--- src/hw/fp_defines.svh ---
/*
 * Width and count macros for the shared normalize and round back end.
 * Single precision only. FP_NUM_UNITS may be 1 to 8.
 * Include this file wherever a macro is needed. The guard keeps
 * repeated inclusion harmless.
 */

`ifndef FP_DEFINES_SVH
`define FP_DEFINES_SVH

// Result word and its fields
`define FP_FLEN 32
`define FP_EXPO_WIDTH 8
`define FP_FRAC_WIDTH 23

// Guard, round and sticky below the fraction
`define FP_GRS_WIDTH 3

// Feeding units and writeback ids
`define FP_NUM_UNITS 3
`define FP_ID_WIDTH 3

`endif

--- src/hw/fp_format_pkg.sv ---
/*
 * Types of the single-precision number format and the rounding modes.
 * The shift amount is wide enough for any leading-zero count over
 * hidden bit, fraction and guard bits.
 */

`include "fp_defines.svh"

package fp_format_pkg;

    // Sign, exponent, fraction
    typedef logic [`FP_FLEN-1:0] fp_word_t;
    typedef logic [`FP_EXPO_WIDTH-1:0] fp_expo_t;
    typedef logic [`FP_FRAC_WIDTH-1:0] fp_frac_t;

    // Guard, round, sticky from high to low
    typedef logic [`FP_GRS_WIDTH-1:0] grs_t;

    // Leading-zero count from the unit
    typedef logic [$clog2(`FP_FRAC_WIDTH + 2)-1:0] fp_shift_amt_t;

    // RISC-V rounding mode encoding
    typedef enum logic [2:0] {
        RNE = 3'd0,
        RTZ = 3'd1,
        RDN = 3'd2,
        RUP = 3'd3,
        RMM = 3'd4
    } fp_rm_t;

endpackage

--- src/hw/fp_wb_pkg.sv ---
/*
 * Types of the writeback side: instruction ids, exception flags and
 * the unit select of the arbiter. One writeback group only.
 */

`include "fp_defines.svh"

package fp_wb_pkg;

    typedef logic [`FP_ID_WIDTH-1:0] wb_id_t;

    // NV, DZ, OF, UF, NX from high to low
    typedef logic [4:0] fflags_t;
    localparam int FFLAG_NV = 4;
    localparam int FFLAG_OF = 2;
    localparam int FFLAG_UF = 1;
    localparam int FFLAG_NX = 0;

    // At least one bit, even for a single unit
    typedef logic [(`FP_NUM_UNITS > 1 ? $clog2(`FP_NUM_UNITS) : 1)-1:0] unit_sel_t;

endpackage

--- src/hw/fp_normalize.sv ---
/*
 * Normalizes an unrounded single-precision intermediate.
 * A carry shifts right by one place only. Otherwise a clear hidden bit
 * shifts left by clz. The unit must keep clz below the exponent, so no
 * subnormal result comes out of this block. Combinational.
 */

`include "fp_defines.svh"

module fp_normalize (
    input  logic                         sign,
    input  fp_format_pkg::fp_expo_t      expo,
    input  logic                         expo_overflow,
    input  fp_format_pkg::fp_frac_t      frac,
    input  logic                         hidden,
    input  logic                         carry,
    input  fp_format_pkg::grs_t          grs_in,
    input  fp_format_pkg::fp_shift_amt_t clz,
    output logic                         sign_norm,
    output fp_format_pkg::fp_expo_t      expo_norm,
    output logic                         expo_overflow_norm,
    output fp_format_pkg::fp_frac_t      frac_norm,
    output logic                         hidden_norm,
    output fp_format_pkg::grs_t          grs_norm
);
    import fp_format_pkg::*;

    localparam int MANT_WIDTH = 1 + `FP_FRAC_WIDTH + `FP_GRS_WIDTH;

    logic [MANT_WIDTH-1:0] mant;
    logic [MANT_WIDTH-1:0] mant_left;
    fp_expo_t              expo_inc;
    logic                  expo_inc_carry;
    logic                  carry_overflow;

    // Hidden bit, fraction and guard bits as one vector
    assign mant = {hidden, frac, grs_in};
    assign mant_left = mant << clz;

    assign {expo_inc_carry, expo_inc} = {1'b0, expo} + 9'd1;
    // All ones after the increment is already infinity territory
    assign carry_overflow = carry & (expo_inc_carry | (&expo_inc));

    assign sign_norm = sign;
    assign expo_overflow_norm = expo_overflow | carry_overflow;

    always_comb begin
        hidden_norm = hidden;
        frac_norm = frac;
        grs_norm = grs_in;
        expo_norm = expo;
        if (carry) begin
            // Carry becomes the hidden bit and the dropped bit joins sticky
            hidden_norm = 1'b1;
            frac_norm = {hidden, frac[`FP_FRAC_WIDTH-1:1]};
            grs_norm = {frac[0], grs_in[2], grs_in[1] | grs_in[0]};
            expo_norm = expo_inc;
        end else if (!hidden && clz != '0) begin
            hidden_norm = mant_left[MANT_WIDTH-1];
            frac_norm = mant_left[MANT_WIDTH-2 -: `FP_FRAC_WIDTH];
            grs_norm = mant_left[`FP_GRS_WIDTH-1:0];
            expo_norm = expo - fp_expo_t'(clz);
        end
    end

endmodule

--- src/hw/fp_round_decide.sv ---
/*
 * Round-up decision for the five IEEE rounding modes, and the word
 * that replaces the result when the exponent overflows.
 * Reserved mode encodings never round up. Combinational.
 */

`include "fp_defines.svh"

module fp_round_decide (
    input  logic                    sign,
    input  fp_format_pkg::fp_rm_t   rm,
    input  fp_format_pkg::grs_t     grs,
    input  logic                    lsb,
    output logic                    roundup,
    output fp_format_pkg::fp_word_t result_if_overflow
);
    import fp_format_pkg::*;

    logic     guard;
    logic     inexact;
    logic     to_infinity;
    fp_word_t infinity;
    fp_word_t max_finite;

    assign guard = grs[2];
    assign inexact = |grs;

    always_comb begin
        roundup = 1'b0;
        case (rm)
            RNE: roundup = guard & (grs[1] | grs[0] | lsb);
            RTZ: roundup = 1'b0;
            RDN: roundup = sign & inexact;
            RUP: roundup = ~sign & inexact;
            RMM: roundup = guard;
            default: roundup = 1'b0;
        endcase
    end

    // Modes that round away from zero in the overflow direction
    assign to_infinity = (rm == RNE) | (rm == RMM) | ((rm == RUP) & ~sign) |
                         ((rm == RDN) & sign);

    assign infinity = {sign, {`FP_EXPO_WIDTH{1'b1}}, {`FP_FRAC_WIDTH{1'b0}}};
    assign max_finite = {sign, {(`FP_EXPO_WIDTH - 1){1'b1}}, 1'b0, {`FP_FRAC_WIDTH{1'b1}}};

    assign result_if_overflow = to_infinity ? infinity : max_finite;

endmodule

--- src/hw/fp_norm_round_top.sv ---
/*
 * Shared normalize and round back end, two register stages.
 * The lowest-indexed unit with done high wins and sees ack in the same
 * cycle, only while the normalize register can advance. Units hold
 * done and fields until ack is seen at a rising edge. A low out_ack
 * holds both stages. Single precision, no NaN generation.
 */

`include "fp_defines.svh"

module fp_norm_round_top (
    input  logic                         clk,
    input  logic                         rst,
    input  logic                         unit_done [`FP_NUM_UNITS],
    input  fp_wb_pkg::wb_id_t            unit_id [`FP_NUM_UNITS],
    input  logic                         unit_sign [`FP_NUM_UNITS],
    input  fp_format_pkg::fp_expo_t      unit_expo [`FP_NUM_UNITS],
    input  logic                         unit_expo_overflow [`FP_NUM_UNITS],
    input  fp_format_pkg::fp_frac_t      unit_frac [`FP_NUM_UNITS],
    input  fp_format_pkg::grs_t          unit_grs [`FP_NUM_UNITS],
    input  fp_format_pkg::fp_shift_amt_t unit_clz [`FP_NUM_UNITS],
    input  logic                         unit_carry [`FP_NUM_UNITS],
    input  logic                         unit_hidden [`FP_NUM_UNITS],
    input  fp_format_pkg::fp_rm_t        unit_rm [`FP_NUM_UNITS],
    input  fp_wb_pkg::fflags_t           unit_fflags [`FP_NUM_UNITS],
    output logic                         unit_ack [`FP_NUM_UNITS],
    input  logic                         out_ack,
    output logic                         out_done,
    output fp_wb_pkg::wb_id_t            out_id,
    output fp_format_pkg::fp_word_t      out_rd,
    output fp_wb_pkg::fflags_t           out_fflags
);
    import fp_format_pkg::*;
    import fp_wb_pkg::*;

    unit_sel_t unit_sel;
    logic      any_done;
    logic      advance_norm;
    logic      advance_round;

    ////////////////////
    // Arbiter

    always_comb begin
        unit_sel = '0;
        any_done = 1'b0;
        // Walk downwards so the lowest index is the last to win
        for (int i = `FP_NUM_UNITS - 1; i >= 0; i--) begin
            if (unit_done[i]) begin
                unit_sel = unit_sel_t'(i);
                any_done = 1'b1;
            end
        end
    end

    always_comb begin
        for (int i = 0; i < `FP_NUM_UNITS; i++) begin
            unit_ack[i] = advance_norm & any_done & (unit_sel == unit_sel_t'(i));
        end
    end

    ////////////////////
    // Normalize stage

    logic          norm_valid;
    wb_id_t        norm_id;
    logic          norm_sign;
    fp_expo_t      norm_expo;
    logic          norm_expo_overflow;
    fp_frac_t      norm_frac;
    grs_t          norm_grs;
    fp_shift_amt_t norm_clz;
    logic          norm_carry;
    logic          norm_hidden;
    fp_rm_t        norm_rm;
    fflags_t       norm_fflags;

    always_ff @(posedge clk) begin
        if (rst) begin
            norm_valid <= 1'b0;
        end else if (advance_norm) begin
            norm_valid <= any_done;
        end
    end

    always_ff @(posedge clk) begin
        if (advance_norm) begin
            norm_id <= unit_id[unit_sel];
            norm_sign <= unit_sign[unit_sel];
            norm_expo <= unit_expo[unit_sel];
            norm_expo_overflow <= unit_expo_overflow[unit_sel];
            norm_frac <= unit_frac[unit_sel];
            norm_grs <= unit_grs[unit_sel];
            norm_clz <= unit_clz[unit_sel];
            norm_carry <= unit_carry[unit_sel];
            norm_hidden <= unit_hidden[unit_sel];
            norm_rm <= unit_rm[unit_sel];
            norm_fflags <= unit_fflags[unit_sel];
        end
    end

    logic     sign_n;
    fp_expo_t expo_n;
    logic     expo_overflow_n;
    fp_frac_t frac_n;
    logic     hidden_n;
    grs_t     grs_n;
    logic     roundup_n;
    fp_word_t overflow_word_n;

    fp_normalize fp_normalize_i (
        .sign               (norm_sign),
        .expo               (norm_expo),
        .expo_overflow      (norm_expo_overflow),
        .frac               (norm_frac),
        .hidden             (norm_hidden),
        .carry              (norm_carry),
        .grs_in             (norm_grs),
        .clz                (norm_clz),
        .sign_norm          (sign_n),
        .expo_norm          (expo_n),
        .expo_overflow_norm (expo_overflow_n),
        .frac_norm          (frac_n),
        .hidden_norm        (hidden_n),
        .grs_norm           (grs_n)
    );

    fp_round_decide fp_round_decide_i (
        .sign               (sign_n),
        .rm                 (norm_rm),
        .grs                (grs_n),
        .lsb                (frac_n[0]),
        .roundup            (roundup_n),
        .result_if_overflow (overflow_word_n)
    );

    ////////////////////
    // Round stage

    logic     rnd_valid;
    wb_id_t   rnd_id;
    fp_word_t rnd_word;
    logic     rnd_hidden;
    logic     rnd_expo_overflow;
    logic     rnd_roundup;
    fp_word_t rnd_overflow_word;
    fflags_t  rnd_fflags;
    logic     rnd_inexact;

    always_ff @(posedge clk) begin
        if (rst) begin
            rnd_valid <= 1'b0;
        end else if (advance_round) begin
            rnd_valid <= norm_valid;
        end
    end

    always_ff @(posedge clk) begin
        if (advance_round) begin
            rnd_id <= norm_id;
            rnd_word <= {sign_n, expo_n, frac_n};
            rnd_hidden <= hidden_n;
            rnd_expo_overflow <= expo_overflow_n;
            rnd_roundup <= roundup_n;
            rnd_overflow_word <= overflow_word_n;
            rnd_fflags <= norm_fflags;
            rnd_inexact <= |grs_n;
        end
    end

    logic [`FP_FRAC_WIDTH+1:0] mant_sum;
    logic                      mant_carry;
    logic                      hidden_out;
    fp_expo_t                  expo_in;
    fp_expo_t                  expo_out;
    fp_frac_t                  frac_out;
    logic                      overflow;
    logic                      underflow;

    assign expo_in = rnd_word[`FP_FLEN-2 -: `FP_EXPO_WIDTH];

    // Round-up added at the fraction lsb, carry lands above hidden
    assign mant_sum = {1'b0, rnd_hidden, rnd_word[`FP_FRAC_WIDTH-1:0]} +
                      (`FP_FRAC_WIDTH + 2)'(rnd_roundup);
    assign mant_carry = mant_sum[`FP_FRAC_WIDTH+1];
    assign hidden_out = mant_carry | mant_sum[`FP_FRAC_WIDTH];
    assign frac_out = mant_carry ? mant_sum[`FP_FRAC_WIDTH:1] : mant_sum[`FP_FRAC_WIDTH-1:0];
    assign expo_out = expo_in + fp_expo_t'(mant_carry);

    assign overflow = rnd_expo_overflow | (mant_carry & (&expo_out));
    assign underflow = ~hidden_out & (|frac_out);

    always_comb begin
        out_fflags = rnd_fflags;
        // Invalid results keep the unit's flags as they are
        if (!rnd_fflags[FFLAG_NV]) begin
            out_fflags[FFLAG_OF] = rnd_fflags[FFLAG_OF] | overflow;
            out_fflags[FFLAG_UF] = rnd_fflags[FFLAG_UF] | underflow;
            out_fflags[FFLAG_NX] = rnd_fflags[FFLAG_NX] | overflow | rnd_inexact;
        end
    end

    assign out_rd = overflow ? rnd_overflow_word : {rnd_word[`FP_FLEN-1], expo_out, frac_out};
    assign out_id = rnd_id;
    assign out_done = rnd_valid;

    ////////////////////
    // Pipeline control

    assign advance_round = out_ack | ~rnd_valid;
    assign advance_norm = advance_round | ~norm_valid;

endmodule

--- config.mk ---
export PLATFORM = sky130hd
export DESIGN_NAME = fp_norm_round_top
export DESIGN_NICKNAME = d
export VERILOG_FILES = /design/src/hw/fp_format_pkg.sv /design/src/hw/fp_wb_pkg.sv /design/src/hw/fp_normalize.sv /design/src/hw/fp_round_decide.sv /design/src/hw/fp_norm_round_top.sv
export VERILOG_INCLUDE_DIRS = /design/src /design/src/hw
export SDC_FILE = /design/constraint.sdc
export NUM_CORES = 1
export LEC_CHECK = 0
export BUFFER_PORTS_ARGS = -buffer_cell sky130_fd_sc_hd__clkbuf_2
export CORE_MARGIN = 1
export CORE_UTILIZATION = 45
export DETAILED_ROUTE_END_ITERATION = 6
export PLACE_DENSITY = 0.68
export SYNTH_ARGS = -nofsm -noshare
export SYNTH_HDL_FRONTEND = slang
export SYNTH_SLANG_ARGS = --single-unit
--- constraint.sdc ---
create_clock -name clk -period 3.91 [get_ports clk]
set_input_delay 0.1955 -clock clk [delete_from_list [all_inputs] [get_ports clk]]
set_output_delay 0.1955 -clock clk [all_outputs]
set_load 0.01 [all_outputs]
**After elaboration in Yosys (flattened, before gate mapping)**

Cells that the tools add are included.

- $add $sub $neg: 4
- $mul: 0
- Divide/modulo/power cells: 0
- $lt $le $gt $ge: 1
- Equality and inequality tests: 5
- Shift operators: 1
- Mux-type cells: 51
- Bitwise logic cells: 33
- Reductions and logical operators: 9

Operator list:

| kind | count |
|---|---|
| 2-to-1 mux 23 bit | 5 |
| binary-select mux 23 bit (select 2 bit) | 1 |
| 2-to-1 mux 32 bit | 1 |
| 2-to-1 mux 8 bit | 4 |
| 2-to-1 mux 3 bit | 9 |
| << shifter 27 x 5 -> 27 bit | 1 |
| adder 24 x 1 -> 25 bit | 1 |
| 2-to-1 mux 24 bit | 1 |
| OR reduction 23 bit | 1 |
| binary-select mux 5 bit (select 2 bit) | 2 |
| 2-to-1 mux 5 bit | 4 |
| binary-select mux 3 bit (select 2 bit) | 3 |
| binary-select mux 8 bit (select 2 bit) | 1 |
| OR 1 bit | 16 |
| AND reduction 8 bit | 2 |
| AND 1 bit | 12 |
| 2-to-1 mux 1 bit | 12 |
| adder 8 x 1 -> 9 bit, second input constant | 1 |
| adder 8 x 1 -> 8 bit | 1 |
| binary-select mux 1 bit (select 2 bit) | 4 |
| subtractor 8 x 5 -> 8 bit | 1 |
| == test 3 x 2 -> 1 bit, second input constant | 2 |
| 2-to-1 mux 2 bit | 3 |
| nonzero test 5 bit | 1 |
| other kinds (12) | 15 |

- Register bits after elaboration: 132
- Bits in latches: 0
- RAM bits: 0
- Bits in read-only memories: 0
- Input port bits: 168
- Output and inout bits: 44
- Logic and storage cells: 125
- Memories kept: 0

**Logic depth before layout (Yosys ltp)**

- Word-level depth: 8
- Mapped depth: 15
- Depth with buffers taken out: 14

**By module**

From an unflattened synthesis, not the netlist that was laid out.

- Cells, all modules: 926
- Area, all modules: 9301.4 um^2

Modules (own cells, without submodules):

| module | times used | cells an instance | area each (um^2) | sequential area each (um^2) |
|---|---|---|---|---|
| fp_norm_round_top | 1 | 572 | 6651.4 | 3943.8 |
| fp_normalize | 1 | 309 | 2333.5 | 0.0 |
| fp_round_decide | 1 | 45 | 316.6 | 0.0 |

**Worst setup path after synthesis**

Ideal clock, no wire load.

- Path kind: reg2out
- Start point: reg rnd_word[0]
- End point: out out_rd[11]
- Data arrival time: 3.102 ns
- Required time: 3.714 ns
- Path slack: 0.612 ns
- Stages on the path, launching flop included: 15
- Buffers on the path: 1
- Cell sequence: edfxtp_1 > ha_1 > ha_1 > nand4_1 > nor2_1 > nand2_1 > nor4_1 > ha_1 > nand4_1 > xor2_1 > nor4_1 > a21oi_2 > nand2b_1 > buf_2 > o21ai_0

- Longest elaborated chain between the ends: 6
- Elaborated cells between the ends (all ways): 7
- Those cells by class: add/sub: 2; mux: 2; bitwise: 2; reduce/logical: 1

Ends and longest elaborated chain:

| element | RTL line | RTL |
|---|---|---|
| start: declaration | fp_norm_round_top.sv:142 | `fp_word_t rnd_word;` |
| start signal: assignment | fp_norm_round_top.sv:161 | `rnd_word <= {sign_n, expo_n, frac_n};` |
| adder 24 x 1 -> 25 bit * | fp_norm_round_top.sv:183 | `` assign mant_sum = {1'b0, rnd_hidden, rnd_word[`FP_FRAC_WIDTH-1:0]} + `` |
| adder 8 x 1 -> 8 bit | fp_norm_round_top.sv:188 | `assign expo_out = expo_in + fp_expo_t'(mant_carry);` |
| AND reduction 8 bit | fp_norm_round_top.sv:190 | `assign overflow = rnd_expo_overflow \| (mant_carry & (&expo_out));` |
| AND 1 bit | fp_norm_round_top.sv:190 |  |
| OR 1 bit | fp_norm_round_top.sv:190 |  |
| 2-to-1 mux 32 bit * | fp_norm_round_top.sv:203 | `` assign out_rd = overflow ? rnd_overflow_word : {rnd_word[`FP_FLEN-1], expo_out, frac_out}; `` |
| end: declaration | fp_norm_round_top.sv:30 | `output fp_format_pkg::fp_word_t out_rd,` |

Every way passes the cells marked *; elsewhere a longest branch is shown, timed or not.

**Worst setup path in the final report**

- Start point: reg rnd_word[0]
- End point: out out_rd[3]

Same word-level chain as after synthesis.

==> flow_summary.json <==
{
  "synth_cells": 822,
  "worstSetupEndpointType": "output pin",
  "max_cap_viol_count": 0,
  "final_hold_viol_count": 0,
  "power_leakage_uw": 0.00382,
  "antenna_found_initial": 0,
  "synth_simple_gate_area_share_pct": 16.9,
  "synth_top_family_by_area": "compound AO/OA/AOI/OAI gates",
  "max-clock-path-buffers": 2,
  "synth.area.top_cells": "edfxtp_1 39%, mux2i_1 9.1%, o21ai_0 7.2%",
  "num_vias": 6743,
  "dieArea_mm2": 0.0176,
  "crit_path_max_incr_delay_ns": 0.37,
  "die_w_um": 133,
  "synth-xor-area-share_pct": 3.53,
  "die_h_um": 133,
  "start_util_pct": 46.2,
  "yosysWarnings": 0,
  "grtUsageTotal_pct": 21.8,
  "synth-adder-area-share_pct": 2.38,
  "clock_sinks": 102,
  "hold_path_class": "in -> reg",
  "cts-root-buf": "clkbuf_16",
  "synth_fp_nets": 1004,
  "rsz0062_at_grt": "false",
  "post-route-period-util_pct": 92.5,
  "cts_tree": "built",
  "synth.avg_cell_area_um2": 9.35,
  "synth_top_area_share_pct": 39.1,
  "antenna_cells": 0,
  "path_max_fanout": 13,
  "io_buffer_count": 211,
  "crit_family": "simple AND/OR/NAND/NOR gates",
  "htree_levels": 3,
  "ys_types": 67,
  "drt-initial-drc-count": 466,
  "critPathArrivalTime_ns": 3.42,
  "drt-pass1-iter-count": 5,
  "yosysTopAreaCell": "edfxtp_1",
  "synthTopCellsByCount": "132 x nand2_1, 110 x o21ai_0, 100 x edfxtp_1",
  "post_drt_via_cell_ratio": 5.47,
  "wl_per_cell_um": 15.3,
  "drcViolationCount": 0,
  "areaGrowthSynthToFinish_pct": 21.0,
  "gp_congestion": 0.925,
  "path_class": "reg -> out",
  "antenna_left": 0,
  "finalClockSkew_ns": 0.00966,
  "synth_area_mm2": 0.00769,
  "ys_ff_latch": 102,
  "cp_num_buf_inv": 1,
  "ys_seq_area_share_pct": 39.6,
  "finalCriticalPeriod_ns": 3.62,
  "cts_made_buffers": 9,
  "fin_setup_tns_ns": 0,
  "synth_most_common_cell": "nand2_1",
  "crit_slowest_cell": "nor4_2",
  "cts.clk_slew.worst_paths_ns": 0.07,
  "final-max-slew-violation-count": 0,
  "required_ns": 3.71,
  "drive_gt1_share_pct": 29.6,
  "nets": 1190,
  "powerDensity_mw_per_mm2": 393,
  "async_flop_share_pct": 0,
  "synthFlopType": "edfxtp_1",
  "drt-total-wl_mm": 18.9,
  "dpl.hpwl_mm": 15.0,
  "setup_violations": 0,
  "startpoint_type": "flop",
  "grt_pass1_vias": 6162,
  "grt_pass1_wl_mm": 30.4,
  "fmax_mhz": 276,
  "tightest_slew_ns": 0.807,
  "synth-compound-area-share_pct": 16.9,
  "num_rows": 47,
  "gr-total-overflow": 0,
  "synth_edf_count": 100,
  "grt_max_degree": 69,
  "path_cells": "ha_1 > ha_2 > nand4_1 > nor2_1 > nand2_1 > nor4_2 > ha_1 > nand4_1 > xor2_1 > nor4_2 > a21oi_2 > nand2b_2 > o21ai_0 > clkbuf_2",
  "total_power_uw": 3660,
  "fp.coreArea_mm2": 0.0166,
  "peakVddDrop_v": 0.000234,
  "status": "finished clean",
  "clk_latency_ns": 0.35,
  "synth.area.mux_share_pct": 16.1,
  "io-pin-count": 212,
  "max_slew_margin_pct": 46.1
}
## state kept, by name, indices dropped and copies added (netlist names), 2 cells and up
register / count
norm_clz: 5
norm_expo: 8
norm_grs: 3
norm_rm: 3
rnd_fflags: 5
norm_frac: 23
norm_id: 3
norm_fflags: 5
out_id: 3
rnd_word: 32
rnd_overflow_word: 2
## metrics by stage
stage / area [um^2] / util, % / worst slack (ns) / std cells / hold slack [ns]
after floorplan: 7690 / - / 0.612 / 822 / 0.265
after global placement: 8920 / 53.6 / 0.184 / 1214 / 0.372
after detailed placement: 8920 / 53.6 / 0.160 / 1214 / 0.375
after CTS: 9260 / 55.7 / 0.0901 / 1230 / 0.000691
after global routing: 9300 / 55.9 / 0.0432 / 1233 / 0.00301
final: 9300 / 55.9 / 0.293 / 1233 / 0.00835
## repair_timing
item	in CTS	in global routing
pin swaps	0	2
buffers inserted	0	3
hold buffers	0	0
gates resized for setup	3	5
endpoints found under the setup margin	25	24
## cell families after synthesis
kind of cell,count (synthesis)
AO/OA/AOI/OAI,222
XOR/XNOR,31
adder cells (fa/ha/maj),14
buffers and inverters,83
flip-flops,102
multiplexers,97
AND/OR/NAND/NOR,273
## metal layers
metal / global-route usage (%) / routed length (um) / part of all wire, % / vias to the layer above
met1: 30.1 / 8630 / 46 / 2994
li1: - / - / - / 3424
met3: 2.49 / 1110 / 5.9 / 37
met4: 8.75 / 497 / 2.6 / 0
met2: 34.9 / 8620 / 46 / 288
met5: 0 / 0 / 0 / -
## where the power goes
group	internal, uW	switching [uW]
Combinational	518	610
Sequential	1400	197
Clock	518	415
Total	2430	1220
## path summary, 6_finish.rpt
check / depth (start not counted) / slack, ns / start / endpoint
max: 14 / 0.29 / rnd_word[0] / out_rd[3]
min: 2 / 0.008 / rst / norm_valid
max reg2reg: 8 / 1.04 / norm_clz[0] / rnd_word[14]
min reg2reg: 0 / 0.42 / norm_fflags[0] / rnd_fflags[0]
## cells in the final DEF (no fill, tap or decap), types with 3 or more instances in the layout
master and n:
a211oi_1 3, a21o_1 6, a21oi_1 46, a21oi_2 3, a221oi_1 4, a22oi_1 11
a31oi_1 11, and2_1 6, and3_1 11, and4_1 3, buf_4 23, clkbuf_16 9
clkbuf_2 211, edfxtp_1 100, ha_1 12, inv_1 22, inv_8 3, mux2_2 6
mux2i_1 70, mux4_2 21, nand2_1 131, nand2b_1 7, nand3_1 22, nand3b_1 3
nand4_1 7, nor2_1 36, nor2b_1 7, nor3_1 12, nor4_1 4, o21ai_0 110
o21bai_1 3, o221ai_1 8, or2_2 4, xnor2_1 21, xor2_1 10
## area by class of cell
| type | count | area, um^2 |
|---|---|---|
| Clock buffer | 9 | 225 |
| Clock inverter | 7 | 97.6 |
| Fill cell | 1477 | 7340 |
| Inverter | 24 | 90.1 |
| Multi-Input combinational cell | 637 | 4340 |
| Sequential cell | 102 | 3040 |
| Tap cell | 220 | 275 |
| Timing Repair Buffer | 234 | 1230 |
(Power assumes the default switching activity.)
